`config.mk`:
```
export PLATFORM = sky130hd
export DESIGN_NAME = ethRxTop
export DESIGN_NICKNAME = d
export VERILOG_FILES = /design/src/ethPkg.sv /design/src/ethCrc32.sv /design/src/ethFrameParser.sv /design/src/sockBuffer.sv /design/src/sockArbiter.sv /design/src/ethRxTop.sv
export SDC_FILE = /design/constraint.sdc
export NUM_CORES = 2
export LEC_CHECK = 0
export BUFFER_PORTS_ARGS = -buffer_cell sky130_fd_sc_hd__buf_2
export CAP_MARGIN = 15
export CORE_MARGIN = 2
export CORE_UTILIZATION = 56
export DETAILED_ROUTE_END_ITERATION = 6
export PLACE_DENSITY = 0.76
export SETUP_SLACK_MARGIN = 0.3
export SKIP_LAST_GASP = 1
export SLEW_MARGIN = 20
export SYNTH_ARGS = -nofsm -noshare
export SYNTH_HDL_FRONTEND = slang
export SYNTH_SLANG_ARGS = --single-unit
```
`constraint.sdc`:
```
create_clock -name clk50 -period 9.4 [get_ports clk50]
set_clock_uncertainty 0.05 [all_clocks]
set_input_delay 2.82 -clock clk50 [delete_from_list [all_inputs] [get_ports clk50]]
set_output_delay 2.82 -clock clk50 [all_outputs]
set_load 0.01 [all_outputs]
```
`src/ethPkg.sv`:
```
package ethPkg;

	////////////////////////////////////////
	// Sizing
	////////////////////////////////////////

	localparam int NumSockets = 4;
	localparam int SockDepth = 64;
	localparam int SockIdW = 2;
	// One extra bit so a full store is distinct from an empty one
	localparam int SockPtrW = $clog2(SockDepth) + 1;
	localparam int DataLenW = 10;
	localparam logic [DataLenW-1:0] SockDepthLen = DataLenW'(SockDepth);

	////////////////////////////////////////
	// Protocol constants
	////////////////////////////////////////

	// Reflected CRC-32, bits taken LSB first
	localparam logic [31:0] CrcPoly = 32'hEDB88320;
	// Register value after a good frame plus its FCS
	localparam logic [31:0] CrcResidue = 32'hDEBB20E3;

	localparam logic [15:0] EtherIpv4 = 16'h0800;
	localparam logic [15:0] EtherArp = 16'h0806;
	localparam logic [15:0] ArpOpReq = 16'h0001;
	localparam logic [7:0] IpProtoIcmp = 8'd1;
	localparam logic [7:0] IpProtoUdp = 8'd17;
	localparam logic [7:0] IcmpEchoReq = 8'd8;

	////////////////////////////////////////
	// Types
	////////////////////////////////////////

	typedef enum logic [2:0] {
		pktUnknown = 3'd0,
		pktUdp = 3'd1,
		pktArpReq = 3'd2,
		pktIcmpReq = 3'd4
	} pktType_t;

	typedef struct packed {
		logic [7:0] data;
		logic last;
	} rxByte_t;

	typedef struct packed {
		pktType_t pktType;
		logic [47:0] fromMac;
		logic [31:0] fromIp;
		logic [15:0] fromPort;
		logic [15:0] icmpId;
		logic [15:0] icmpSeq;
		logic [DataLenW-1:0] dataLen;
		logic [SockIdW-1:0] sockId;
		logic crcOk;
	} frameInfo_t;

	typedef struct packed {
		logic [SockIdW-1:0] sockId;
		logic [7:0] data;
		logic last;
	} sockOut_t;

	typedef struct packed {
		logic [47:0] hostMac;
		logic [31:0] hostIp;
	} hostCfg_t;

	// Entry i is the UDP port bound to socket i
	typedef logic [NumSockets-1:0][15:0] portTable_t;

endpackage

```
`src/ethCrc32.sv`:
```
`timescale 1ns/1ps

module ethCrc32 (
	input  logic clk50,
	input  logic arstN,
	input  logic clear,
	input  logic byteEn,
	input  logic [7:0] byteIn,
	output logic residueOk
);

	logic [31:0] crc;

	// Eight serial steps folded into one byte
	function automatic logic [31:0] crcStep(input logic [31:0] crcIn, input logic [7:0] d);
		logic [31:0] c;
		c = crcIn;
		for (int i = 0; i < 8; i++) begin
			if (c[0] ^ d[i]) begin
				c = (c >> 1) ^ ethPkg::CrcPoly;
			end else begin
				c = c >> 1;
			end
		end
		return c;
	endfunction

	always_ff @(posedge clk50 or negedge arstN) begin
		if (!arstN) begin
			crc <= '1;
		end else if (clear) begin
			crc <= '1;
		end else if (byteEn) begin
			crc <= crcStep(crc, byteIn);
		end
	end

	// FCS included, so a good frame leaves the fixed residue
	assign residueOk = (crc == ethPkg::CrcResidue);

endmodule

```
`src/ethFrameParser.sv`:
```
`timescale 1ns/1ps

module ethFrameParser (
	input  logic clk50,
	input  logic arstN,
	input  logic inReq,
	input  ethPkg::rxByte_t inData,
	output logic inAck,
	input  ethPkg::hostCfg_t hostCfg,
	input  ethPkg::portTable_t portTable,
	input  logic [ethPkg::NumSockets-1:0] sockBusy,
	output logic [ethPkg::NumSockets-1:0] sockWrEn,
	output logic [ethPkg::NumSockets-1:0] sockCommit,
	output logic [ethPkg::NumSockets-1:0] sockDiscard,
	output logic [7:0] sockWrData,
	output logic frameDone,
	output ethPkg::frameInfo_t frameInfo
);

	logic take;
	logic [7:0] rxData;
	logic [39:0] history;
	logic [47:0] win;
	logic [10:0] offset;
	logic endPending;
	logic residueOk;

	// Per-frame flags
	logic ignore;
	logic bcast;
	logic ipFlag;
	logic arpFlag;
	logic icmpFlag;
	logic udpFlag;
	logic claimed;
	ethPkg::pktType_t pktType;
	logic [ethPkg::SockIdW-1:0] sockSel;
	logic [ethPkg::DataLenW-1:0] dataLen;
	logic [ethPkg::DataLenW-1:0] payCnt;
	logic writeByte;
	logic accepted;

	// Captured header fields
	logic [47:0] fromMac;
	logic [31:0] fromIp;
	logic [15:0] fromPort;
	logic [15:0] icmpId;
	logic [15:0] icmpSeq;

	logic portHit;
	logic [ethPkg::SockIdW-1:0] portIdx;
	logic [15:0] udpPay;

	assign take = inReq && !inAck;
	assign rxData = inData.data;
	// Six most recent bytes, current one lowest
	assign win = {history, rxData};
	assign udpPay = win[15:0] - 16'd8;
	assign writeByte = take && !inData.last && claimed && offset >= 11'd42 && payCnt < dataLen;
	assign accepted = !ignore && pktType != ethPkg::pktUnknown;

	ethCrc32 uCrc (
		.clk50(clk50),
		.arstN(arstN),
		.clear(endPending),
		.byteEn(take),
		.byteIn(rxData),
		.residueOk(residueOk)
	);

	// Lowest matching table entry wins
	always_comb begin
		portHit = 1'b0;
		portIdx = '0;
		for (int i = ethPkg::NumSockets - 1; i >= 0; i--) begin
			if (portTable[i] == win[15:0]) begin
				portHit = 1'b1;
				portIdx = i[ethPkg::SockIdW-1:0];
			end
		end
	end

	////////////////////////////////////////
	// Input handshake and offset counter
	////////////////////////////////////////

	always_ff @(posedge clk50 or negedge arstN) begin
		if (!arstN) begin
			inAck <= 1'b0;
			endPending <= 1'b0;
			offset <= '0;
		end else begin
			endPending <= take && inData.last;
			if (take) begin
				inAck <= 1'b1;
			end else if (!inReq) begin
				inAck <= 1'b0;
			end
			if (take && inData.last) begin
				offset <= '0;
			end else if (take && offset != '1) begin
				offset <= offset + 1'b1;
			end
		end
	end

	////////////////////////////////////////
	// Filter and classification
	////////////////////////////////////////

	always_ff @(posedge clk50 or negedge arstN) begin
		if (!arstN) begin
			ignore <= 1'b0;
			bcast <= 1'b0;
			ipFlag <= 1'b0;
			arpFlag <= 1'b0;
			icmpFlag <= 1'b0;
			udpFlag <= 1'b0;
			claimed <= 1'b0;
			pktType <= ethPkg::pktUnknown;
			sockSel <= '0;
			dataLen <= '0;
			payCnt <= '0;
			sockWrEn <= '0;
		end else begin
			sockWrEn <= '0;
			if (writeByte) begin
				sockWrEn[sockSel] <= 1'b1;
				payCnt <= payCnt + 1'b1;
			end
			if (endPending) begin
				ignore <= 1'b0;
				bcast <= 1'b0;
				ipFlag <= 1'b0;
				arpFlag <= 1'b0;
				icmpFlag <= 1'b0;
				udpFlag <= 1'b0;
				claimed <= 1'b0;
				pktType <= ethPkg::pktUnknown;
				dataLen <= '0;
				payCnt <= '0;
			end else if (take && !ignore) begin
				case (offset)
					11'd5: begin
						if (win == '1) begin
							bcast <= 1'b1;
						end else if (win != hostCfg.hostMac) begin
							ignore <= 1'b1;
						end
					end
					11'd13: begin
						if (win[15:0] == ethPkg::EtherIpv4) begin
							ipFlag <= 1'b1;
						end else if (win[15:0] == ethPkg::EtherArp) begin
							arpFlag <= 1'b1;
						end else begin
							ignore <= 1'b1;
						end
					end
					// ARP requests only count when broadcast
					11'd21: begin
						if (arpFlag && !(bcast && win[15:0] == ethPkg::ArpOpReq)) begin
							ignore <= 1'b1;
						end
					end
					11'd23: begin
						if (ipFlag) begin
							if (rxData == ethPkg::IpProtoIcmp) begin
								icmpFlag <= 1'b1;
							end else if (rxData == ethPkg::IpProtoUdp) begin
								udpFlag <= 1'b1;
							end else begin
								ignore <= 1'b1;
							end
						end
					end
					11'd33: begin
						if (ipFlag && win[31:0] != hostCfg.hostIp) begin
							ignore <= 1'b1;
						end
					end
					11'd34: begin
						if (icmpFlag && rxData == ethPkg::IcmpEchoReq) begin
							pktType <= ethPkg::pktIcmpReq;
						end else if (icmpFlag) begin
							ignore <= 1'b1;
						end
					end
					// Socket claimed here, busy socket drops the whole frame
					11'd37: begin
						if (udpFlag && portHit && !sockBusy[portIdx]) begin
							pktType <= ethPkg::pktUdp;
							sockSel <= portIdx;
							claimed <= 1'b1;
						end else if (udpFlag) begin
							ignore <= 1'b1;
						end
					end
					11'd39: begin
						if (udpFlag && win[15:0] < 16'd8) begin
							dataLen <= '0;
						end else if (udpFlag && (udpPay[15:ethPkg::DataLenW] != '0 ||
								udpPay[ethPkg::DataLenW-1:0] > ethPkg::SockDepthLen)) begin
							dataLen <= ethPkg::SockDepthLen;
						end else if (udpFlag) begin
							dataLen <= udpPay[ethPkg::DataLenW-1:0];
						end
					end
					11'd41: begin
						if (arpFlag && win[31:0] == hostCfg.hostIp) begin
							pktType <= ethPkg::pktArpReq;
						end else if (arpFlag) begin
							ignore <= 1'b1;
						end
					end
					default: ;
				endcase
			end
		end
	end

	// Header captures and payload byte
	always_ff @(posedge clk50) begin
		if (writeByte) begin
			sockWrData <= rxData;
		end
		if (take) begin
			history <= win[39:0];
			case (offset)
				11'd11: fromMac <= win;
				11'd27: if (arpFlag) fromMac <= win;
				11'd29: if (ipFlag) fromIp <= win[31:0];
				11'd31: if (arpFlag) fromIp <= win[31:0];
				11'd35: fromPort <= win[15:0];
				11'd39: icmpId <= win[15:0];
				11'd41: icmpSeq <= win[15:0];
				default: ;
			endcase
		end
	end

	////////////////////////////////////////
	// Frame end
	////////////////////////////////////////

	always_comb begin
		sockCommit = '0;
		sockDiscard = '0;
		if (endPending && claimed) begin
			if (accepted && residueOk) begin
				sockCommit[sockSel] = 1'b1;
			end else begin
				sockDiscard[sockSel] = 1'b1;
			end
		end
	end

	assign frameDone = endPending && accepted;

	always_comb begin
		frameInfo.pktType = pktType;
		frameInfo.fromMac = fromMac;
		frameInfo.fromIp = fromIp;
		frameInfo.fromPort = fromPort;
		frameInfo.icmpId = icmpId;
		frameInfo.icmpSeq = icmpSeq;
		frameInfo.dataLen = dataLen;
		frameInfo.sockId = sockSel;
		frameInfo.crcOk = residueOk;
	end

	// Source must wait for our ack before withdrawing a byte
	aReqHeld: assert property (@(posedge clk50) disable iff (!arstN)
		$fell(inReq) |-> $past(inAck))
		else $error("inReq dropped before inAck");

endmodule

```
`src/sockBuffer.sv`:
```
`timescale 1ns/1ps

module sockBuffer (
	input  logic clk50,
	input  logic arstN,
	input  logic wrEn,
	input  logic commit,
	input  logic discard,
	input  logic [7:0] wrData,
	output logic busy,
	output logic dgReady,
	input  logic rdPop,
	output logic [7:0] rdData,
	output logic rdLast
);

	logic [7:0] mem [ethPkg::SockDepth];
	logic [ethPkg::SockPtrW-1:0] wrPtr;
	logic [ethPkg::SockPtrW-1:0] rdPtr;
	logic full;

	// Top pointer bit set means all SockDepth bytes used
	assign full = wrPtr[ethPkg::SockPtrW-1];

	assign rdData = mem[rdPtr[ethPkg::SockPtrW-2:0]];
	assign rdLast = (rdPtr + 1'b1 == wrPtr);

	always_ff @(posedge clk50) begin
		if (wrEn && !full) begin
			mem[wrPtr[ethPkg::SockPtrW-2:0]] <= wrData;
		end
	end

	always_ff @(posedge clk50 or negedge arstN) begin
		if (!arstN) begin
			wrPtr <= '0;
			rdPtr <= '0;
			busy <= 1'b0;
			dgReady <= 1'b0;
		end else begin
			if (wrEn && !full) begin
				wrPtr <= wrPtr + 1'b1;
				busy <= 1'b1;
			end
			// Partial datagram thrown away
			if (discard) begin
				wrPtr <= '0;
				busy <= 1'b0;
			end else if (commit && wrPtr != '0) begin
				dgReady <= 1'b1;
			end
			if (rdPop && rdLast) begin
				rdPtr <= '0;
				wrPtr <= '0;
				dgReady <= 1'b0;
				busy <= 1'b0;
			end else if (rdPop) begin
				rdPtr <= rdPtr + 1'b1;
			end
		end
	end

	// Parser has to respect busy before writing
	aNoWriteWhileReady: assert property (@(posedge clk50) disable iff (!arstN)
		wrEn |-> !dgReady)
		else $error("Write into a committed socket");

	// Arbiter only drains committed datagrams
	aPopOnlyReady: assert property (@(posedge clk50) disable iff (!arstN)
		rdPop |-> dgReady)
		else $error("Pop from a socket with no datagram");

endmodule

```
`src/sockArbiter.sv`:
```
`timescale 1ns/1ps

module sockArbiter (
	input  logic clk50,
	input  logic arstN,
	input  logic [ethPkg::NumSockets-1:0] dgReady,
	input  logic [ethPkg::NumSockets-1:0][7:0] rdData,
	input  logic [ethPkg::NumSockets-1:0] rdLast,
	output logic [ethPkg::NumSockets-1:0] rdPop,
	output logic outReq,
	output ethPkg::sockOut_t outData,
	input  logic outAck
);

	typedef enum logic [1:0] {
		sIdle,
		sLoad,
		sHold,
		sDrop
	} state_t;

	state_t state;
	logic [ethPkg::SockIdW-1:0] cur;
	logic [ethPkg::SockIdW-1:0] rrPtr;
	logic [ethPkg::SockIdW-1:0] pick;
	logic found;

	// First ready socket at or after rrPtr, index wraps with its width
	always_comb begin
		logic [ethPkg::SockIdW-1:0] idx;
		found = 1'b0;
		pick = rrPtr;
		for (int i = 0; i < ethPkg::NumSockets; i++) begin
			idx = rrPtr + i[ethPkg::SockIdW-1:0];
			if (!found && dgReady[idx]) begin
				found = 1'b1;
				pick = idx;
			end
		end
	end

	// Byte leaves the socket once the sink has taken it
	always_comb begin
		rdPop = '0;
		if (state == sHold && outAck) begin
			rdPop[cur] = 1'b1;
		end
	end

	always_ff @(posedge clk50 or negedge arstN) begin
		if (!arstN) begin
			state <= sIdle;
			cur <= '0;
			rrPtr <= '0;
			outReq <= 1'b0;
		end else begin
			case (state)
				sIdle: begin
					if (found) begin
						cur <= pick;
						state <= sLoad;
					end
				end
				sLoad: begin
					outReq <= 1'b1;
					state <= sHold;
				end
				sHold: begin
					if (outAck) begin
						outReq <= 1'b0;
						state <= sDrop;
					end
				end
				// Wait for ack low before the next byte or release
				sDrop: begin
					if (!outAck && outData.last) begin
						rrPtr <= cur + 1'b1;
						state <= sIdle;
					end else if (!outAck) begin
						state <= sLoad;
					end
				end
				default: state <= sIdle;
			endcase
		end
	end

	always_ff @(posedge clk50) begin
		if (state == sLoad) begin
			outData.sockId <= cur;
			outData.data <= rdData[cur];
			outData.last <= rdLast[cur];
		end
	end

	aPopOneReady: assert property (@(posedge clk50) disable iff (!arstN)
		$onehot0(rdPop) && ((rdPop & ~dgReady) == '0))
		else $error("rdPop not one-hot to a ready socket");

endmodule

```
`src/ethRxTop.sv`:
```
`timescale 1ns/1ps

module ethRxTop (
	input  logic clk50,
	input  logic arstN,
	input  logic inReq,
	input  ethPkg::rxByte_t inData,
	output logic inAck,
	input  ethPkg::hostCfg_t hostCfg,
	input  ethPkg::portTable_t portTable,
	output logic frameDone,
	output ethPkg::frameInfo_t frameInfo,
	output logic outReq,
	output ethPkg::sockOut_t outData,
	input  logic outAck
);

	// Parser to sockets
	logic [ethPkg::NumSockets-1:0] sockBusy;
	logic [ethPkg::NumSockets-1:0] sockWrEn;
	logic [ethPkg::NumSockets-1:0] sockCommit;
	logic [ethPkg::NumSockets-1:0] sockDiscard;
	logic [7:0] sockWrData;

	// Sockets to arbiter
	logic [ethPkg::NumSockets-1:0] dgReady;
	logic [ethPkg::NumSockets-1:0][7:0] rdData;
	logic [ethPkg::NumSockets-1:0] rdLast;
	logic [ethPkg::NumSockets-1:0] rdPop;

	ethFrameParser uParser (
		.clk50(clk50),
		.arstN(arstN),
		.inReq(inReq),
		.inData(inData),
		.inAck(inAck),
		.hostCfg(hostCfg),
		.portTable(portTable),
		.sockBusy(sockBusy),
		.sockWrEn(sockWrEn),
		.sockCommit(sockCommit),
		.sockDiscard(sockDiscard),
		.sockWrData(sockWrData),
		.frameDone(frameDone),
		.frameInfo(frameInfo)
	);

	generate
		for (genvar g = 0; g < ethPkg::NumSockets; g++) begin : gSock
			sockBuffer uBuf (
				.clk50(clk50),
				.arstN(arstN),
				.wrEn(sockWrEn[g]),
				.commit(sockCommit[g]),
				.discard(sockDiscard[g]),
				.wrData(sockWrData),
				.busy(sockBusy[g]),
				.dgReady(dgReady[g]),
				.rdPop(rdPop[g]),
				.rdData(rdData[g]),
				.rdLast(rdLast[g])
			);
		end
	endgenerate

	sockArbiter uArb (
		.clk50(clk50),
		.arstN(arstN),
		.dgReady(dgReady),
		.rdData(rdData),
		.rdLast(rdLast),
		.rdPop(rdPop),
		.outReq(outReq),
		.outData(outData),
		.outAck(outAck)
	);

endmodule

```
* Word-level counts from Yosys, hierarchy flattened *
Memory sizes are Yosys's and may differ from the RTL's.
Cells that the tools add are included.

word-level totals
  register bits after elaboration = 339
  RAM bits = 2,048
  bits of input ports = 157
  word-level logic and storage cells = 472
  memories = 4

operators by class
  add/sub/neg operators = 15
  order comparisons = 13
  equal/unequal tests = 68
  multiplexer cells = 191
  bitwise operators = 17
  reduce and logical (&&, ||, !) cells = 118

memories
  name               depth  width  rd ports  clocked after Yosys merged registers in  wr ports  line              source
  gSock[0].uBuf.mem  64     8      1         0                                        1         sockBuffer.sv:17  logic [7:0] mem [ethPkg::SockDepth];
  gSock[1].uBuf.mem  64     8      1         0                                        1         sockBuffer.sv:17
  gSock[2].uBuf.mem  64     8      1         0                                        1         sockBuffer.sv:17
  gSock[3].uBuf.mem  64     8      1         0                                        1         sockBuffer.sv:17

operators by type and width
  kind                    number
  $mux W32                26
  $mux W7                 20
  $not A13 Y14            8
  $mux W1                 96
  $pmux W48 S2            1
  $mux W10                8
  $eq A11 B6 Y1 const B   6
  $eq A16 B16 Y1          4
  $pmux W32 S2            1
  $add A7 B1 Y7 const B   8
  $eq A11 B5 Y1 const B   5
  $reduce_bool A2 Y1      27
  $eq A48 B48 Y1 const B  1
  $mux W48                1
  $ne A48 B48 Y1          1
  $logic_and A1 B1 Y1     40
  $eq A16 B12 Y1 const B  2
  $eq A32 B32 Y1          1
  $eq A32 B32 Y1 const B  1
  $ne A32 B32 Y1          1
  $ne A3 B1 Y1 const B    10
  $eq A7 B7 Y1            4
  $reduce_bool A7 Y1      4
  $ne A3 B2 Y1 const B    9
  other kinds (48)        137

* Logic depth before layout (Yosys ltp) *
  depth in word-level cells = 32
  depth in mapped cells = 12
  mapped depth without buffers = 9

* By module *
A second synthesis with hierarchy kept.

unflattened totals
  cell total of the unflattened synthesis = 5,204
  area, all modules = 97,304.6 µm²

modules (own cells, without submodules)
  module                           instances  cells an instance  area each (µm²)
  sockBuffer at gSock[2].uBuf ...  2          1,037              20,743.6
  sockBuffer at gSock[1].uBuf      1          1,038              21,011.4
  sockBuffer at gSock[0].uBuf      1          1,026              20,990.1
  ethFrameParser                   1          801                10,366.2
  ethCrc32                         1          184                2,367.3
  sockArbiter                      1          81                 1,082.3

* Worst setup path before layout *
Ideal clock, no wire load.

  path kind = input -> register
  start point = in inReq
  end point = reg uParser.fromMac[0] (enable)
  library setup time = 0.712 ns
  arrival = 11.531 ns
  slack = -2.893 ns
  stages = 5
  path buffers = 1
  cell sequence = nand2b_1 -> clkbuf_1 -> clkinv_1 -> nand2_1 -> a2111oi_0

on the way
  longest elaborated chain between the ends = 2

RTL lines
  what                         line                   source
  start: declaration           ethRxTop.sv:6          input logic inReq,
  $logic_and A1 B1 Y1          ethFrameParser.sv:54   assign take = inReq && !inAck;
  net uParser.take             ethFrameParser.sv:20   logic take;
  $reduce_and A3 Y1 (no line)  n/a
  end signal: assignment       ethFrameParser.sv:230  11'd11: fromMac <= win;
  end signal: assignment       ethFrameParser.sv:231  11'd27: if (arpFlag) fromMac <= win;
  end: declaration             ethFrameParser.sv:44   logic [47:0] fromMac;

The timed path passes the listed nets, and every way through them passes these cells.
A chain may end at the register's enable or synchronous reset.

==> run metrics <==
status=finished clean; crit-path max FO=3; Crit path arrival time=2.62 ns; worst hold path type=flip-flop to flip-flop; required time of the critical path=about 6.5 ns; fraction of registers with async set/reset=0.0637; Yosys reg bits=approximately 2400; routing usage on met2=0.428; hpwl dp=roughly 140000 um; Root Buffer=clkbuf_16; share of cells above drive strength 1=0.219; H-Tree Level Count=4; Peak supply drop=between 200 and 250 uV; post-synth design cell area=roughly 96000 um2; DR WL/cell=around 28 um; Core Box Area=171000 um2; crit start category=flip-flop; Total Routing Usage GR=0.260; Fin. Hold Viols=0; number of remaining DRC errors=0; Most Crowded Layer GR=met2; row count=around 150; clk slew on worst S/H paths=approximately 0.060 ns; Max Buffers Root-to-Sink=3; total gr overflow=0; number of clock sinks=between 2000 and 2500; grt met3 use=0.0492; Syn Nets=roughly 5400; most frequent cells in the layout=edfxtp_1, mux4_2, nor2_1; f_max=182 MHz; Avg Inst Size Synth=roughly 18 um2; fin worst setup slack=between 3 and 4 ns; hold bufs inserted after CTS=0; WHS Path Cells=1; routed via count=51271; Routed Antenna Nets=0; TNS Setup=0 ns; Starting Density=0.563; largest area contributor in the netlist=edfxtp_1; vias per cell=approximately 6.4; largest net degree at the start of global routing=220; Worst R2R End=uArb.outData[2]$_DFFE_PP_; CTS tree=yes; sequential-to-total area share from yosys stat=0.736; NumNets Final=about 5800; initial antenna violation count=6; Final Wtd Congestion=about 0.93; Clk Latency, worst-skew pair=0.85 ns; post-CTS sizing=0; worst hold path endpoint=gSock[2].uBuf.rdPtr[6]$_DFFE_PN0P_; final setup vio count=0; beginning of the worst hold path=gSock[2].uBuf.rdPtr[6]$_DFFE_PN0P_; Cell variety after synth=77; Area contributors post-synth=edfxtp_1, mux4_2, dfrtp_1, mux2i_1, nor2_1; nature of the critical path endpoint=output port; dpl ws=roughly 3.6 ns; power per cell area=approximately 240 nW/um2; global-route wire length before repair=between 300000 and 400000 um; die extent in y=approximately 420 um; I/O pins=approximately 320; yosys warns=0; Die X=419 um; final period utilization=0.584; RSZ-0062 raised after global routing=no; Synth top area share=0.696; type of the worst setup path=flip-flop to output port; prevailing post-synth register cell=edfxtp_1; fin crit period=between 5 and 6 ns; port bufs=around 310; Area Growth Syn to Fin=11.9%; routed wire length=around 230000 um; commonest non-fill, non-tap cell in the layout=edfxtp_1; FF-to-FF Start=gSock[2].uBuf.rdPtr[0]$_DFFE_PN0P_; worst reg2reg path depth=8; Max-slew headroom=0.187; CTS Buf Count=approximately 220; Mapped Cells=roughly 5200; Post-CTS Setup Repair Bufs=0; DIE AREA=~180000 um2; 1st-iter DRT viols=between 6000 and 7000; Slew Limit Fails=0; maxcap violations=0; Leakage=34.5 nW; Worst-Margin Slew=about 1.2 ns; vias in the first global route=roughly 51000; EDFF count, synth=2235; r2r setup slk=approximately 4.6 ns; DRT Pass-1 Iters=6; met1 usage=0.347
==> worst max-delay path, cell delays in order, from the launching register on <==
cell and delay, ns:
dfstp_2 0.56, nand4b_1 0.12, or4_1 0.61, nor2_1 0.26, buf_2 0.22
==> flip-flops by register name, summed over array words and instances (netlist names), 3 cells and up <==
register,cells
gSock.uBuf.busy,4
uParser.fromIp,32
uParser.payCnt,10
uParser.pktType,3
uParser.offset,11
gSock.uBuf.wrPtr,28
uParser.sockWrData,8
uParser.dataLen,10
uParser.history,40
gSock.uBuf.dgReady,4
gSock.uBuf.mem,2048
uParser.icmpId,16
uParser.sockWrEn,4
uParser.uCrc.crc,32
uParser.fromMac,48
uParser.fromPort,16
gSock.uBuf.rdPtr,28
uParser.icmpSeq,16
uArb.outData,11
==> Yosys cell counts, drive strengths merged (13+ instances only) <==
library cell and n:
a211o 34, a211oi 39, a21boi 13, a21oi 75
a22oi 34, a31oi 24, and2 16, and3 21
buf 134, clkbuf 163, dfrtp 120, dfstp 32
edfxtp 2235, ha 34, inv 53, mux2 13
mux2i 242, mux4 443, nand2 152, nand2b 22
nand3 64, nand3b 13, nand4 45, nor2 424
nor2b 28, nor3 33, nor4 51, o21ai 84
o221ai 109, o22ai 71, o31ai 21, or3 15
xnor2 123, xor2 169
==> area by class of cell <==
cell class	instances	area, um2
Inverter	55	206
Sequential cell	2387	71000
Timing Repair Buffer	385	2230
Clock buffer	279	5930
Antenna cell	3	7.51
Multi-Input combinational cell	2510	24000
Tap cell	2310	2890
Clock inverter	145	1650
Fill cell	11426	63400
==> metal layers <==
metal	wire [um]	up-vias
met1	86200	26331
li1	-	21742
met2	113000	2715
met3	19700	479
met4	9010	4
met5	20	-
==> how the worst max path moves through the flow <==
stage                                          start                              to  slack (ns)  cells after the start
floorplan                                      inReq    uParser.fromMac[0]$_DFFE_PP_        1.87                      5
global placement                           inData[3]  uParser.sockSel[0]$_DFFE_PN0P_        3.66                      8
detailed placement                         inData[7]  uParser.sockSel[0]$_DFFE_PN0P_        3.64                      8
CTS                 uParser.uCrc.crc[20]$_DFFE_PN1P_                    frameInfo[0]        3.80                      4
global route        uParser.uCrc.crc[16]$_DFFE_PN1P_                    frameInfo[0]        3.82                      4
finish              uParser.uCrc.crc[16]$_DFFE_PN1P_                    frameInfo[0]        3.91                      4
==> logic make-up after synthesis <==
| kind of cell | Yosys count | share of synthesized area |
|---|---|---|
| xor+xnor | 292 | 0.0271 |
| flops | 2387 | 0.736 |
| buf+inv | 352 | 0.0159 |
| mux | 698 | 0.130 |
| simple gates | 923 | 0.0456 |
| fa+ha+maj | 34 | 0.00441 |
| compound gates | 563 | 0.0411 |
==> where the power goes <==
part / switching, mW / internal, mW
registers: 0.432 / 11.7
clock network: 3.87 / 5.39
logic: 2.33 / 2.30
total: 6.63 / 19.4
==> through the flow <==
| stage | area [um2] | utilization | hold WS [ns] | power, mW | cells |
|---|---|---|---|---|---|
| 2_1_floorplan | 96400 | - | 0.416 | 15.7 | 5249 |
| 3_3_place_gp | 100000 | 0.585 | 0.443 | 16.9 | 7645 |
| 3_5_place_dp | 100000 | 0.585 | 0.451 | 17.0 | 7645 |
| 4_1_cts | 108000 | 0.629 | 0.460 | 26.1 | 8069 |
| 5_1_grt | 108000 | 0.630 | 0.487 | 26.8 | 8072 |
| 6_report | 108000 | 0.630 | 0.457 | 26.0 | 8074 |
Note: power is estimated with default switching activity, not from simulation.
